[src/logic/llc_consts.svh]
`ifndef LLC_CONSTS_SVH
`define LLC_CONSTS_SVH

`define LLC_WAYS     4
`define LLC_SETS     16
`define LLC_SET_BITS 4   // set index width
`define LLC_WAY_BITS 2
`define LLC_TAG_BITS 8
`define LLC_CPUS     4   // requesters
`define LINE_BITS    128
`define ADDR_BITS    12  // line address, tag over set

`endif

[src/logic/llc_mem_pkg.sv]
`include "llc_consts.svh"

package llc_mem_pkg;

    typedef logic [`LINE_BITS-1:0] line_t;
    typedef logic [`ADDR_BITS-1:0] line_addr_t;   // {tag, set}
    typedef logic [`LLC_TAG_BITS-1:0] llc_tag_t;
    typedef logic [`LLC_SET_BITS-1:0] llc_set_t;

endpackage

[src/logic/llc_coh_pkg.sv]
`include "llc_consts.svh"

package llc_coh_pkg;

    typedef logic [`LLC_WAY_BITS-1:0] llc_way_t;
    typedef logic [$clog2(`LLC_CPUS)-1:0] owner_t;
    typedef logic [`LLC_CPUS-1:0] sharers_t;   // one bit per requester

    typedef enum logic [1:0] {
        INVALID  = 2'd0,
        SHARED   = 2'd1,
        MODIFIED = 2'd2
    } llc_state_t;

    typedef enum logic {
        GETS = 1'b0,
        GETM = 1'b1
    } req_op_t;

    typedef enum logic [2:0] {
        IDLE,
        READ_SET,
        LOOKUP,
        EVICT,
        FETCH,
        FILL,
        UPDATE,
        RESPOND
    } llc_ctrl_state_t;

endpackage

[src/logic/llc_way_select.sv]
`timescale 1ns/10ps
`include "llc_consts.svh"

module llc_way_select (
    input  llc_mem_pkg::llc_tag_t    req_tag,
    input  llc_mem_pkg::llc_tag_t    tags_buf [`LLC_WAYS],
    input  llc_coh_pkg::llc_state_t  states_buf [`LLC_WAYS],
    output logic                     hit,
    output llc_coh_pkg::llc_way_t    hit_way,
    output llc_coh_pkg::llc_way_t    victim_way,
    output logic                     all_valid
);

    // scan downward so the lowest way is the last to win
    always_comb begin
        hit        = 1'b0;
        hit_way    = '0;
        victim_way = '0;
        all_valid  = 1'b1;
        for (int i = `LLC_WAYS - 1; i >= 0; i--) begin
            if (states_buf[i] == llc_coh_pkg::INVALID) begin
                victim_way = llc_coh_pkg::llc_way_t'(i);
                all_valid  = 1'b0;
            end else if (tags_buf[i] == req_tag) begin
                hit     = 1'b1;
                hit_way = llc_coh_pkg::llc_way_t'(i);
            end
        end
    end

endmodule

[config.mk]
export PLATFORM = sky130hd
export DESIGN_NAME = llc_way_select
export DESIGN_NICKNAME = d
export VERILOG_FILES = /design/src/logic/llc_mem_pkg.sv /design/src/logic/llc_coh_pkg.sv /design/src/logic/llc_way_select.sv
export VERILOG_INCLUDE_DIRS = /design/src /design/src/logic
export SDC_FILE = /design/constraint.sdc
export NUM_CORES = 1
export LEC_CHECK = 0
export BUFFER_PORTS_ARGS = -buffer_cell sky130_fd_sc_hd__buf_2
export CORE_MARGIN = 2
export CORE_UTILIZATION = 37
export DETAILED_ROUTE_END_ITERATION = 6
export PLACE_DENSITY_LB_ADDON = 0.08
export SETUP_SLACK_MARGIN = 0.5
export SLEW_MARGIN = 20
export SYNTH_ARGS = -nofsm -noshare
export SYNTH_HDL_FRONTEND = slang
export SYNTH_SLANG_ARGS = --single-unit
export TNS_END_PERCENT = 30
[constraint.sdc]
create_clock -name vclk -period 2.15
set_input_delay 0.5375 -clock vclk [all_inputs]
set_output_delay 0.5375 -clock vclk [all_outputs]
set_load 0.005 [all_outputs]
==> qor.txt <==
ANT cells - 0
Fmax - 440 MHz
Area growth syn-to-layout - 97.3%
RSZ-0062 raised after global routing - true
Cell Area, Synth - 502 sq um
Pre-antenna DRT Iters - 4
Cell Pwr Density - 194 nW/um^2
Setup-failing EPs final - 3
Total of max-cap violations - 0
Cell Rows - 13
DR DRC count - 0
Post-layout min period - 2.27 ns
Setup TNS - -0.297 ns
Syn nets - 113
GRT Util Overall - 20.9%
Status - finished with violations
Worst Slack Setup Final - -0.124 ns
Total leakage power - 0.485 nW
Max-slew violations - 0
Core Region - 1280 sq um
Cells after Synth - 65
Slew margin rel. - 80.0%
Chip Height - 40.8 um
CTS Hold Bufs - 0
Initial antenna violation count - 0
Global Route met3 Usage - 0%
Worst slew pin tran - 0.298 ns
Worst setup path class - primary input to output pin
Min Hold Slack - 1.43 ns
Hold WC Path Type - primary input to output pin
Clock buffers - 0
HPWL after DPL - 1350 um
Wire per inst - 11.7 um
Largest net degree at the start of global routing - 5
Number of global-route vias before repair - 578
First-pass GRT wire length - 2350 um
Most common cell after layout, fill and taps aside - buf_2
Req. time, crit path - 1.61 ns
Met2 GRT Util - 43.4%
Final wirelength - 1670 um
Synth warnings - 0
DRT antenna net count - 0
Ports - 54
PortBufs - 54
Final Cycle Share - 106%
Nets - 177
Worst ir drop on vdd - 0.109 mV
Vias per cell - 4.63
Num sequential - 0
Die width - 40.8 um
CP Capture Type - output pin
Failing checks - setup timing
Initial DRC Count - 6
Via count - 658
Met1 Use GR - 23.7%
Sequential fraction of the synthesis area - 0%
Total grt overflow - 0
Routability cong. - 0.812
Initial core utilization - 39.0%
Most frequent cells in the layout - buf_2, xnor2_1, buf_4, xnor2_2, buf_6
Endpoints failing hold - 0
Storage element area - 0 sq um
Layout Utilization - 77.0%
Max FO, Critical Path - 2
Critical Path AT - 1.74 ns
GR peak layer - met2
Avg Cell Area, Syn - 7.72 sq um
Die area - 1670 sq um
Post-synth cell types - 18
Nature of the critical path startpoint - primary input
Layout cells sized above 1 - 68.5%
-- worst paths after layout --
path	start	to	slack, ns	cells past startpoint
max	req_tag[2]	hit_way[1]	-0.12	7
min	states_buf[6]	victim_way[0]	1.43	4
-- worst max-delay path, cell delays in order --
cell and delay, ns:
buf_2 0.11, xnor2_1 0.17, nand4_1 0.13, or4_4 0.43, nor2b_4 0.14, nor3_2 0.09
buf_2 0.12
-- power by group --
part / leakage, nW / internal, mW / switching, mW
combinational: 0.485 / 0.112 / 0.0797
clock: 0 / 0 / 0
sequential: 0 / 0 / 0
-- synthesized netlist by cell type (all sizes together) --
| master | n | share of area (%) |
|---|---|---|
| xor2 | 4 | 7.0 |
| nor2 | 9 | 6.7 |
| xnor2 | 28 | 52 |
| nand4 | 4 | 5.0 |
| nor3 | 3 | 4.0 |
| or4 | 1 | 2.2 |
| nor4 | 4 | 8.0 |
| nand3 | 4 | 4.0 |
| nor2b | 1 | 2.7 |
| clkbuf | 2 | 2.0 |
| nand2 | 1 | 0.75 |
| a21oi | 1 | 1.0 |
| buf | 3 | 4.7 |
-- final cells by class --
cell class	instances	area (sq um)
Tap cell	15	18.8
Multi-Input combinational cell	60	568
Timing Repair Buffer	67	403
Fill cell	107	295
-- cell families after synthesis --
kind of cell	Yosys count	share of synthesized area, %
AND/OR/NAND/NOR	27	33.4
buffers and inverters	5	6.73
AO/OA/AOI/OAI	1	0.997
XOR/XNOR	32	58.9
-- routing by layer --
| layer | wire (um) | part of all wire (%) | vias to the layer above |
|---|---|---|---|
| met4 | 0 | 0 | 0 |
| met2 | 932 | 56 | 28 |
| met1 | 635 | 38 | 290 |
| met5 | 0 | 0 | - |
| met3 | 99 | 5.9 | 0 |
| li1 | - | - | 340 |
-- what timing repair did --
action / CTS / global route
setup buffers: 0 / 0
cloned: 0 / 0
pin swaps: 5 / 14
resized for setup: 13 / 14
setup endpoints to repair: 6 / 6
endpoints found under the hold margin: 0 / 0
-- through the flow --
step / worst slack, ns / power [mW] / std cells / cell area (sq um)
6_report: -0.124 / 0.192 / 142 / 990
5_1_grt: -0.202 / 0.207 / 142 / 990
4_1_cts: -0.120 / 0.172 / 142 / 911
3_5_place_dp: -0.165 / 0.160 / 142 / 855
3_3_place_gp: -0.134 / 0.157 / 142 / 855
2_1_floorplan: 0.0196 / 0.0834 / 65 / 502
Note: power is estimated with default switching activity, not from simulation.
