===== config.mk =====
export PLATFORM = sky130hd
export DESIGN_NAME = llc_ctrl
export DESIGN_NICKNAME = d
export VERILOG_FILES = /design/src/logic/llc_mem_pkg.sv /design/src/logic/llc_coh_pkg.sv /design/src/logic/llc_ctrl.sv
export VERILOG_INCLUDE_DIRS = /design/src /design/src/logic
export SDC_FILE = /design/constraint.sdc
export NUM_CORES = 1
export LEC_CHECK = 0
export BUFFER_PORTS_ARGS = -buffer_cell sky130_fd_sc_hd__buf_2
export CORE_AREA = 8 8 450 452
export DETAILED_ROUTE_END_ITERATION = 12
export DIE_AREA = 0 0 458 460
export SLEW_MARGIN = 0
export SYNTH_ARGS = -nofsm -noshare
export SYNTH_HDL_FRONTEND = slang
export SYNTH_SLANG_ARGS = --single-unit

===== constraint.sdc =====
create_clock -name clk -period 9.4 [get_ports clk]
set_input_delay 1.41 -clock clk [delete_from_list [all_inputs] [get_ports clk]]
set_output_delay 1.41 -clock clk [all_outputs]
set_load 0.02 [all_outputs]

===== src/logic/llc_consts.svh =====
`ifndef LLC_CONSTS_SVH
`define LLC_CONSTS_SVH

`define LLC_WAYS     4
`define LLC_SETS     16
`define LLC_SET_BITS 4   // set index width
`define LLC_WAY_BITS 2
`define LLC_TAG_BITS 8
`define LLC_CPUS     4   // requesters
`define LINE_BITS    128
`define ADDR_BITS    12  // line address, tag over set

`endif


===== src/logic/llc_mem_pkg.sv =====
`include "llc_consts.svh"

package llc_mem_pkg;

    typedef logic [`LINE_BITS-1:0] line_t;
    typedef logic [`ADDR_BITS-1:0] line_addr_t;   // {tag, set}
    typedef logic [`LLC_TAG_BITS-1:0] llc_tag_t;
    typedef logic [`LLC_SET_BITS-1:0] llc_set_t;

endpackage


===== src/logic/llc_coh_pkg.sv =====
`include "llc_consts.svh"

package llc_coh_pkg;

    typedef logic [`LLC_WAY_BITS-1:0] llc_way_t;
    typedef logic [$clog2(`LLC_CPUS)-1:0] owner_t;
    typedef logic [`LLC_CPUS-1:0] sharers_t;   // one bit per requester

    typedef enum logic [1:0] {
        INVALID  = 2'd0,
        SHARED   = 2'd1,
        MODIFIED = 2'd2
    } llc_state_t;

    typedef enum logic {
        GETS = 1'b0,
        GETM = 1'b1
    } req_op_t;

    typedef enum logic [2:0] {
        IDLE,
        READ_SET,
        LOOKUP,
        EVICT,
        FETCH,
        FILL,
        UPDATE,
        RESPOND
    } llc_ctrl_state_t;

endpackage


===== src/logic/llc_ctrl.sv =====
`timescale 1ns/10ps
`include "llc_consts.svh"

module llc_ctrl (
    input  logic                        clk,
    input  logic                        rst,
    input  logic                        req_valid,
    input  llc_coh_pkg::req_op_t        req_op,
    input  llc_coh_pkg::owner_t         req_cpu,
    input  llc_mem_pkg::line_addr_t     req_addr,
    input  llc_mem_pkg::line_t          req_line,
    output logic                        req_ready,
    output logic                        rsp_valid,
    input  logic                        rsp_ready,
    output llc_mem_pkg::line_t          rsp_line,
    output logic                        rsp_hit,
    output llc_coh_pkg::llc_state_t     rsp_state,
    output llc_coh_pkg::sharers_t       rsp_sharers,
    output logic                        mem_req_valid,
    input  logic                        mem_req_ready,
    output logic                        mem_req_write,
    output llc_mem_pkg::line_addr_t     mem_req_addr,
    output llc_mem_pkg::line_t          mem_req_line,
    input  logic                        mem_rsp_valid,
    output logic                        mem_rsp_ready,
    input  logic                        hit,
    input  llc_coh_pkg::llc_way_t       hit_way,
    input  llc_coh_pkg::llc_way_t       victim_way,
    input  logic                        all_valid,
    input  llc_coh_pkg::llc_way_t       evict_way_buf,
    input  llc_mem_pkg::line_t          lines_buf [`LLC_WAYS],
    input  llc_mem_pkg::llc_tag_t       tags_buf [`LLC_WAYS],
    input  llc_coh_pkg::owner_t         owners_buf [`LLC_WAYS],
    input  llc_coh_pkg::sharers_t       sharers_buf [`LLC_WAYS],
    input  llc_coh_pkg::llc_state_t     states_buf [`LLC_WAYS],
    input  logic                        dirty_bits_buf [`LLC_WAYS],
    output logic                        set_rd_en,
    output logic                        set_wr_en,
    output llc_mem_pkg::llc_set_t       set_idx,
    output llc_mem_pkg::llc_tag_t       req_tag,
    output logic                        buf_clear,
    output logic                        buf_load,
    output logic                        incr_evict_way_buf,
    output llc_coh_pkg::llc_way_t       way,
    output logic                        wr_en_lines_buf,
    output logic                        wr_en_tags_buf,
    output logic                        wr_en_states_buf,
    output logic                        wr_en_owners_buf,
    output logic                        wr_en_sharers_buf,
    output logic                        wr_en_dirty_bits_buf,
    output llc_mem_pkg::line_t          lines_buf_wr_data,
    output llc_mem_pkg::llc_tag_t       tags_buf_wr_data,
    output llc_coh_pkg::llc_state_t     states_buf_wr_data,
    output llc_coh_pkg::owner_t         owners_buf_wr_data,
    output llc_coh_pkg::sharers_t       sharers_buf_wr_data,
    output logic                        dirty_bits_buf_wr_data
);

    llc_coh_pkg::llc_ctrl_state_t ctrl_state;
    logic                         phase;    // second step of LOOKUP, FETCH, RESPOND
    logic                         hit_r;
    llc_coh_pkg::llc_way_t        way_r;
    llc_coh_pkg::req_op_t         op_r;
    llc_coh_pkg::owner_t          cpu_r;
    llc_mem_pkg::line_addr_t      addr_r;
    llc_mem_pkg::line_t           line_r;
    llc_coh_pkg::sharers_t        cpu_bit;
    logic                         fill;
    logic                         upd;
    logic                         getm;

    always_ff @(posedge clk or negedge rst) begin
        if (!rst) begin
            ctrl_state <= llc_coh_pkg::IDLE;
            phase      <= 1'b0;
            hit_r      <= 1'b0;
            way_r      <= '0;
        end else begin
            case (ctrl_state)
                llc_coh_pkg::IDLE:
                    if (req_valid)
                        ctrl_state <= llc_coh_pkg::READ_SET;
                llc_coh_pkg::READ_SET: begin
                    ctrl_state <= llc_coh_pkg::LOOKUP;
                    phase      <= 1'b0;
                end
                llc_coh_pkg::LOOKUP:
                    if (!phase) begin
                        phase <= 1'b1;   // buffer loads this cycle
                    end else begin
                        phase <= 1'b0;
                        hit_r <= hit;
                        if (hit)
                            way_r <= hit_way;
                        else
                            way_r <= all_valid ? evict_way_buf : victim_way;
                        if (hit)
                            ctrl_state <= llc_coh_pkg::UPDATE;
                        else if (all_valid && dirty_bits_buf[evict_way_buf])
                            ctrl_state <= llc_coh_pkg::EVICT;
                        else
                            ctrl_state <= llc_coh_pkg::FETCH;
                    end
                llc_coh_pkg::EVICT:
                    if (mem_req_ready)
                        ctrl_state <= llc_coh_pkg::FETCH;
                llc_coh_pkg::FETCH:
                    if (!phase) begin
                        if (mem_req_ready)
                            phase <= 1'b1;
                    end else if (mem_rsp_valid) begin
                        phase      <= 1'b0;
                        ctrl_state <= llc_coh_pkg::FILL;
                    end
                llc_coh_pkg::FILL:
                    ctrl_state <= llc_coh_pkg::UPDATE;
                llc_coh_pkg::UPDATE:
                    ctrl_state <= llc_coh_pkg::RESPOND;
                llc_coh_pkg::RESPOND:
                    if (!phase) begin
                        phase <= 1'b1;   // set written back here
                    end else if (rsp_ready) begin
                        phase      <= 1'b0;
                        ctrl_state <= llc_coh_pkg::IDLE;
                    end
                default:
                    ctrl_state <= llc_coh_pkg::IDLE;
            endcase
        end
    end

    always_ff @(posedge clk) begin
        if (req_valid && req_ready) begin
            op_r   <= req_op;
            cpu_r  <= req_cpu;
            addr_r <= req_addr;
            line_r <= req_line;
        end
    end

    assign req_ready          = ctrl_state == llc_coh_pkg::IDLE;
    assign buf_clear          = req_valid && req_ready;
    assign set_rd_en          = ctrl_state == llc_coh_pkg::READ_SET;
    assign buf_load           = ctrl_state == llc_coh_pkg::LOOKUP && !phase;
    assign incr_evict_way_buf = ctrl_state == llc_coh_pkg::LOOKUP && phase && !hit && all_valid;
    assign set_wr_en          = ctrl_state == llc_coh_pkg::RESPOND && !phase;
    assign set_idx            = addr_r[`LLC_SET_BITS-1:0];
    assign req_tag            = addr_r[`ADDR_BITS-1 -: `LLC_TAG_BITS];
    assign way                = way_r;

    assign mem_req_write = ctrl_state == llc_coh_pkg::EVICT;
    assign mem_req_valid = mem_req_write || (ctrl_state == llc_coh_pkg::FETCH && !phase);
    assign mem_req_addr  = mem_req_write ? {tags_buf[way_r], set_idx} : addr_r;
    assign mem_req_line  = lines_buf[way_r];   // victim line on write-back
    assign mem_rsp_ready = ctrl_state == llc_coh_pkg::FETCH && phase;

    assign rsp_valid   = ctrl_state == llc_coh_pkg::RESPOND && phase;
    assign rsp_line    = lines_buf[way_r];
    assign rsp_hit     = hit_r;
    assign rsp_state   = states_buf[way_r];
    assign rsp_sharers = sharers_buf[way_r];

    assign fill = ctrl_state == llc_coh_pkg::FILL;
    assign upd  = ctrl_state == llc_coh_pkg::UPDATE;
    assign getm = op_r == llc_coh_pkg::GETM;

    assign wr_en_lines_buf      = upd && getm;
    assign wr_en_tags_buf       = fill;
    assign wr_en_states_buf     = fill || upd;
    assign wr_en_owners_buf     = fill || (upd && getm);
    assign wr_en_sharers_buf    = fill || upd;
    assign wr_en_dirty_bits_buf = fill || (upd && getm);

    assign lines_buf_wr_data      = line_r;
    assign tags_buf_wr_data       = req_tag;
    assign owners_buf_wr_data     = fill ? '0 : cpu_r;
    assign dirty_bits_buf_wr_data = upd;
    assign cpu_bit                = llc_coh_pkg::sharers_t'(1) << cpu_r;

    // fresh line starts INVALID so UPDATE sees no old sharers
    always_comb begin
        if (fill) begin
            states_buf_wr_data  = llc_coh_pkg::INVALID;
            sharers_buf_wr_data = '0;
        end else if (getm) begin
            states_buf_wr_data  = llc_coh_pkg::MODIFIED;
            sharers_buf_wr_data = '0;
        end else begin
            states_buf_wr_data = llc_coh_pkg::SHARED;
            if (states_buf[way_r] == llc_coh_pkg::MODIFIED)
                sharers_buf_wr_data = (llc_coh_pkg::sharers_t'(1) << owners_buf[way_r]) | cpu_bit;
            else
                sharers_buf_wr_data = sharers_buf[way_r] | cpu_bit;
        end
    end

endmodule


==> results.md <==
* Num CTS Buffers at 17
* Area Overhead vs Synth at 89.9%
* Reg clk slew, reported paths at approximately 0.080 ns
* Slew Limit Headroom at 31.6%
* Post-CTS setup repair buffer count at 0
* Final #Nets at 2,343
* Finished Layout Cells at 4,224
* # setup viols final at 0
* Placed cell area at 17,600 um^2
* Wirelength per Cell at 35.8 um
* HP Class: reg -> reg
* Synthesized area per cell at 16.6 um^2
* Min Tclk post-route at 4.83 ns
* # H-tree levels at 4
* Post-Synth Adder-Cell Area at 0%
* Final setup TNS at 0 ns
* Die area at around 210,000 um^2
* Syn Nets at between 1,000 and 1,500
* Fin. max-slew vios at 0
* Critical Path RT at 7.99 ns
* Wirelength, routed at 151 mm
* Root Buffer: clkbuf_16
* Via count of the first global-routing pass at 11,800
* Static Leak at 0.00756 uW
* Buffers on Ports at roughly 1,200
* Util after Layout at under 10%
* Largest net degree at the start of global routing at roughly 100
* Sink Count at 150
* CTS tree: yes
* Gr ovfl total at 0
* Final Hold Vio Count at 0
* Gates resized, CTS repair at 0
* Synth Flop Type: edfxtp_1
* Final Cycle Share at slightly above 50%
* Sequential Area at 4480 um^2
* Fill cells at 22,700
* Async S/R FF share, synth at 4.67%
* Post-synth EDFFs at 143
* Max VDD drop at roughly 0.18 mV
* GR Util All Layers at 13.6%
* Synth Area in XOR/XNOR at 0.0908%
* Post-layout instance area at 18,300 um^2
* Sequential-to-total area share from yosys stat at ~46%
* DR vias at around 11,000
* Die width at 458 um
* Unrepaired setup endpoints after global routing: false
* Crit path max fanout at 45
* Mapped Cells at 580
* Hold Buf Count CTS at 0
* IO Pins at 1,187
* Critical path type: reg -> out
* Startpoint Class: flop
* Post-synthesis cell area at between 9000 and 10,000 um^2
* Layout cell share with drive strength beyond 1 at 85.5%
* Skew-Pair Late Insertion Delay at 0.47 ns
* Gpl congestion at 1.01
* Core ar. at between 150,000 and 200,000 um^2
* DRC Markers at 0
* Area used by multi-input combinational logic at 3890 um^2
* Post-DP HPWL at 142 mm
* Crit path capture type: output port
* Yosys top cell area share at 44.5%
* Seq cells post-synth at 150
* Simple-Gate Fraction of Synth Area at 3.18%
* Mean number of vias per cell at 2.65
* CP arrival at 3.42 ns
* Synth area leader: edfxtp_1
* Initial Utilization at 4.93%
* Max-cap violations at 0
* Die H at 460 um
* Top cells by area, synth: edfxtp_1 (45%), mux4_2 (34%), buf_4 (11%)
* Skew final at 0.0138 ns
* Run status: finished, final reports clean
* Placed cells at ~4,100
* Antenna violations before repair at 201
* Distinct cell type count after synthesis at 47
* Ys Warns at 0
* Slew @ Worst Pin at 1.03 ns
* Max Buffers Root-to-Sink at 2
* Pwr dens at between 300 and 400 nW/um^2
* Drt pass-1 iters at 5
* Synth top cells by count: buf_4 (144), mux4_2 (144), edfxtp_1 (143), buf_2 (18), clkbuf_1 (14)
* Compound-Gate Fraction of Synth Area at 1.86%
* Total power draw at 5990 uW
* Mux cell area share after synthesis at 35.2%
* First-pass GRT wire length at 176 mm
* Row count at 163
* DRT iter0 DRCs at 745
* Largest family of logic cells by synthesized area: multiplexers
* ANT nets after route at 0
* FMAX at 207 MHz
## report_power, final
group          internal [uW]  total [uW]  switching (uW)
sequential               795         915             120
combinational           1230        4340            3110
clock                    365         740             375
## kinds of logic after synthesis
kind of cell / count (synthesis)
XOR/XNOR: 1
buffers and inverters: 188
AND/OR/NAND/NOR: 55
flip-flops: 150
multiplexers: 158
AO/OA/AOI/OAI: 28
## worst max-delay path, cell delays in order, from the launching register on
cell and delay [ns]:
dfrtp_4 0.62, buf_4 0.74, mux4_2 0.65, nor2b_4 0.26, o21ai_1 0.12, a21oi_1 0.16
buf_2 0.22
## layer usage
layer	wire length (um)	vias up	track usage (%)
li1	-	4357	-
met1	47500	5283	12.6
met2	80100	1120	26.1
met3	18800	346	7.36
met4	4080	102	3.06
met5	691	-	0
## area by class of cell
cell class	count	share of cell area, %
flip-flops and latches	150	24.4
diodes	48	0.656
inverters	4	0.0820
well taps	2557	17.5
clock buffers	17	2.32
repair buffers	1191	32.7
multi-input cells	242	21.2
clock inverters	15	1.05
## through the flow
step / hold slack [ns] / setup WS (ns)
2_1_floorplan: 0.615 / 3.18
3_3_place_gp: 0.497 / 4.82
3_5_place_dp: 0.544 / 4.81
4_1_cts: 0.562 / 4.25
5_1_grt: 0.569 / 4.26
6_report: 0.545 / 4.57
## cells in the final DEF, fill, tap and decap left out, types with 7 or more instances in the layout
| cell type | instances |
|---|---|
| mux4_2 | 144 |
| edfxtp_1 | 143 |
| clkbuf_16 | 17 |
| buf_2 | 1186 |
| nand2b_1 | 8 |
| mux2_2 | 9 |
| nor2_1 | 10 |
| diode_2 | 48 |
| a21oi_1 | 7 |
| nand2_1 | 11 |
## state kept, by name (all words and copies together), names as in the netlist
name,flops
lines_buf_wr_data,128
addr_r,12
ctrl_state,3
cpu_r,2
way,2
getm,1
phase,1
rsp_hit,1
## worst paths after layout
check / from / to / slack [ns] / cells after the start
worst max-delay path: way[0] / sharers_buf_wr_data[2] / 4.57 / 6
worst min-delay path: rsp_hit / rsp_hit / 0.54 / 1
worst max register to register: ctrl_state[0] / lines_buf_wr_data[78] / 6.71 / 3
worst min register to register: rsp_hit / rsp_hit / 0.54 / 1
max in group asynchronous: rst / way[1] / 8.27 / 1
min in group asynchronous: rst / way[0] / 0.83 / 1
Note: power is estimated with default switching activity, not from simulation.
